[src/vec_defs.svh]
`ifndef VEC_DEFS_SVH
`define VEC_DEFS_SVH

// Lane geometry.
`define VEC_BYTES 64
`define VEC_BITS 512

// Register bank.
`define VREG_COUNT 16
`define VREG_AW 4

`endif
[src/vec_pkg.sv]
`include "vec_defs.svh"

package vec_pkg;

	typedef logic [`VEC_BITS-1:0] vline_t;
	typedef logic [`VEC_BYTES-1:0] vmask_t;  // One bit per byte lane.
	typedef logic [`VREG_AW-1:0] vaddr_t;

	typedef enum logic [2:0] {
		VOP_LOAD = 3'd0,
		VOP_ADD  = 3'd1,
		VOP_SUB  = 3'd2,
		VOP_AND  = 3'd3,
		VOP_OR   = 3'd4,
		VOP_XOR  = 3'd5,
		VOP_MINU = 3'd6
	} vop_e;

	// ----------------------------------------------------------------------
	// Stage records
	// ----------------------------------------------------------------------
	typedef struct packed {
		vop_e op;
		vaddr_t rd;  // Destination and first source.
		vaddr_t rs;
		vmask_t mask;
		vline_t imm;
	} vcmd_t;

	typedef struct packed {
		logic valid;
		vop_e op;
		vaddr_t rd;
		vmask_t mask;
		vline_t imm;
	} vdec_t;

	typedef struct packed {
		logic valid;
		vaddr_t rd;
		vmask_t mask;
		vline_t result;
		vline_t old;  // Prior rd value, after forwarding.
	} vexe_t;

	typedef struct packed {
		logic valid;
		vaddr_t rd;
		vline_t line;  // Merged line.
	} vwb_t;

endpackage

[src/vop_decode.sv]
`timescale 1ns/1ps

module vop_decode import vec_pkg::*; (
	input logic iCLOCK,
	input logic rst_n,
	input logic cmd_valid,
	input vcmd_t cmd,
	output vaddr_t rd_addr_a,
	output vaddr_t rd_addr_b,
	output vdec_t dec
);

	// ----------------------------------------------------------------------
	// Stage valid
	// ----------------------------------------------------------------------
	always_ff @(posedge iCLOCK) begin
		if (!rst_n) begin
			dec.valid <= 1'b0;
		end else begin
			dec.valid <= cmd_valid;
		end
	end

	// Payload, held while idle.
	always_ff @(posedge iCLOCK) begin
		if (cmd_valid) begin
			dec.op <= cmd.op;
			dec.rd <= cmd.rd;
			dec.mask <= cmd.mask;
			rd_addr_a <= cmd.rd;
			rd_addr_b <= cmd.rs;  // Ignored for loads.
			if (cmd.op == VOP_LOAD) begin
				dec.imm <= cmd.imm;
			end else begin
				dec.imm <= '0;  // Keep the wide bus quiet.
			end
		end
	end

endmodule

[config.mk]
export PLATFORM = sky130hd
export DESIGN_NAME = vop_decode
export DESIGN_NICKNAME = d
export VERILOG_FILES = /design/src/vec_pkg.sv /design/src/vop_decode.sv
export VERILOG_INCLUDE_DIRS = /design/src
export SDC_FILE = /design/constraint.sdc
export NUM_CORES = 1
export LEC_CHECK = 0
export ABC_CLOCK_PERIOD_IN_PS = 1000
export BUFFER_PORTS_ARGS = -buffer_cell sky130_fd_sc_hd__buf_4
export CORE_AREA = 2 2 461 463
export DETAILED_ROUTE_END_ITERATION = 8
export DIE_AREA = 0 0 463 465
export SLEW_MARGIN = 40
export SYNTH_ARGS = -nofsm -noshare
export SYNTH_HDL_FRONTEND = slang
export SYNTH_SLANG_ARGS = --single-unit
[constraint.sdc]
create_clock -name iCLOCK -period 1 [get_ports iCLOCK]
set_clock_uncertainty 0.05 [all_clocks]
set_input_delay 0.2 -clock iCLOCK [delete_from_list [all_inputs] [get_ports iCLOCK]]
set_output_delay 0.2 -clock iCLOCK [all_outputs]
set_load 0.005 [all_outputs]
==> results.sh <==
export IMPL_cts_sinks=588
export IMPL_rsz0062_at_grt="true"
export IMPL_ys_ff_latch=588
export IMPL_violations="setup timing"
export IMPL_worstSetupPathType="flip-flop to primary output"
export IMPL_synth_area_leaders="edfxtp_1 73%, nor4b_1 19%, buf_6 6.4%, clkbuf_8 0.69%, buf_4 0.25%"
export IMPL_fp_coreArea_um2=210800
export IMPL_grt_max_degree=71
export IMPL_viasPerCell=3.583
export IMPL_synth_seq_area_share_pct=73.57
export IMPL_hpwlAfterDp_mm=148.7
export IMPL_grt_pass1_vias=22390
export IMPL_p_switching_w=0.01937
export IMPL_fin_nets=3766
export IMPL_internal_power_w=0.05303
export IMPL_first_pass_iters=5
export IMPL_period_share_pct=176.3
export IMPL_power_total_w=0.07240
export IMPL_slew_headroom_pct=56.08
export IMPL_design_area_um2=47420
export IMPL_synthToLayoutAreaGrowth_pct=97.72
export IMPL_crit_required_ps=750
export IMPL_endpoint_kind="primary output"
export IMPL_crit_chain="buf_6"
export IMPL_dp_cells=5330
export IMPL_holdCritPathClass="primary input to flip-flop"
export IMPL_setup_ws_ps=-762.9
export IMPL_drv_slew=0
export IMPL_via_count=21830
export IMPL_crit_arrival_ps=1510
export IMPL_startpoint_type="flip-flop"
export IMPL_root_buffer="clkbuf_16"
export IMPL_hold_viol=0
export IMPL_clockBufferDepth=3
export IMPL_crit_buf_inv=1
export IMPL_switching_share_pct=26.75
export IMPL_grt_pass1_wl_mm=224.7
export IMPL_drive_above_1_share_pct=48.44
export IMPL_syn_nets=1866
export IMPL_synth_top_cell_area_share_pct=73.49
export IMPL_crit_fanout=1
export IMPL_syn_avg_cell_area_um2=18.80
export IMPL_min_period_ps=1763
export IMPL_start_util_pct=11.38
export IMPL_rows=169
export IMPL_antenna_found_initial=71
export IMPL_ios=1182
export IMPL_worstSetupPathDepth=1
export IMPL_worstMarginPinSlew_ps=649.7
export IMPL_dieArea_um2=215300
export IMPL_post_place_ws_ps=-825.5
export IMPL_place_gp_congestion=0.9140
export IMPL_clkTransAtPathRegs_ps=60
export IMPL_overflow=0
export IMPL_synth_cell_types=9
export IMPL_fillers=22140
export IMPL_cts_tree="built"
export IMPL_cp_slowest_cell="edfxtp_1"
export IMPL_die_w_um=463
export IMPL_wl_per_cell_um=29.28
export IMPL_netlist_instances=1276
export IMPL_leakagePower_nw=17.48
export IMPL_yosysTopAreaCell="edfxtp_1"
export IMPL_hold_depth=3
export IMPL_track_usage_pct=15.89
export IMPL_power_density_nw_per_um2=1527
export IMPL_drc=0
export IMPL_die_y_um=465
export IMPL_fin_cells=6093
export IMPL_h_tree_depth=3
export IMPL_maxCapViolCount=0
export IMPL_clock_fmax_ghz=0.5673
export IMPL_routed_wirelength_mm=178.4
export IMPL_ir_worst_vdd_mv=1.260
export IMPL_slowest_delay_ps=570
export IMPL_combPwrFrac_pct=17.7
export IMPL_io_buffers=1181
export IMPL_drt_iter0_drc=1883
export IMPL_pwr_share_clk_pct=40.9
export IMPL_ys_warn_count=0
export IMPL_ant_nets=0
export IMPL_cts_buffers_inserted=77
export IMPL_tns_ps=-295190
export IMPL_finalSetupViolCount=605
export IMPL_place_area_um2=37020
export IMPL_outcome="finished with violations"
export IMPL_synth_area_um2=23990
export IMPL_seq_power_share_pct=41.4
export IMPL_cp_top_family="flip-flops"
## layout make-up
| class | count | area [um^2] | area share (%) |
|---|---|---|---|
| multi-input cells | 513 | 4747 | 10.01 |
| well taps | 2821 | 3530 | 7.443 |
| diodes | 33 | 82.58 | 0.1741 |
| flip-flops and latches | 588 | 17650 | 37.21 |
| clock buffers | 91 | 1979 | 4.174 |
| clock inverters | 51 | 666.9 | 1.406 |
| repair buffers | 1996 | 18770 | 39.58 |
## layer usage
layer	routed length (um)	GRT usage [%]
met4	4949	3.669
met3	30360	11.92
met5	54	0
met2	80250	25.29
met1	62770	16.60
## kinds of logic (layout without fill, tap and decap cells)
family                 Yosys count  in the layout  share of synthesized area [%]
buffers and inverters          175           2138                          7.705
DFF                            588            588                          73.57
other                            0             33                              0
and+or+nand+nor                513            513                          18.72
## metrics by stage
stage	util, %	hold slack (ps)
floorplan	-	248.9
global placement	17.56	328.4
detailed placement	17.56	330.0
CTS	22.38	6.922
global route	22.49	-40.91
finish	22.49	5.535
## cell usage in the layout, fill, tap and decap left out
cell,synthesis,layout
inv_16,0,2
clkinv_16,0,2
clkinv_1,0,10
clkinv_4,0,3
clkinvlp_4,0,2
dlygate4sd3_1,0,587
clkbuf_1,8,14
clkbuf_2,0,1
buf_12,0,41
bufinv_16,0,11
buf_8,0,5
inv_6,0,8
buf_4,8,891
diode_2,0,33
and2_1,1,1
edfxtp_1,587,587
buf_6,137,471
nor4b_1,512,471
nor4b_2,0,41
dfxtp_2,0,1
clkbuf_16,0,77
clkinv_2,0,11
clkinv_8,0,2
## Yosys cell counts
cell,n
buf_2,10
and2_1,1
buf_4,8
clkbuf_8,12
edfxtp_1,587
dfxtp_1,1
nor4b_1,512
buf_6,137
clkbuf_1,8
## power by group through the flow
stage	Sequential (W)	Clock (W)	Combinational, W
detailed placement	0.0303	0	0.00990
global route	0.0301	0.0313	0.0135
CTS	0.0300	0.0305	0.0129
finish	0.0300	0.0296	0.0128
floorplan	0.0300	0	0.00205
global placement	0.0302	0	0.00988
## repair_timing
action                     CTS  global route
gates resized for setup    429            51
buffers inserted             0             0
gates cloned                 0             0
hold endpoints to repair   630             6
setup endpoints to repair  593          1199
hold buffers               590             1
pin swaps                    0             0
## sequential cells by signal (all words and copies together), names as in the netlist
name	cells
dec	584
rd_addr_b	4
## path summary, 6_finish.rpt
kind	from	slack (ps)	to
max	dec[466]	-760	dec[466]
min	cmd[584]	6	dec[53]
(Power assumes the default switching activity.)
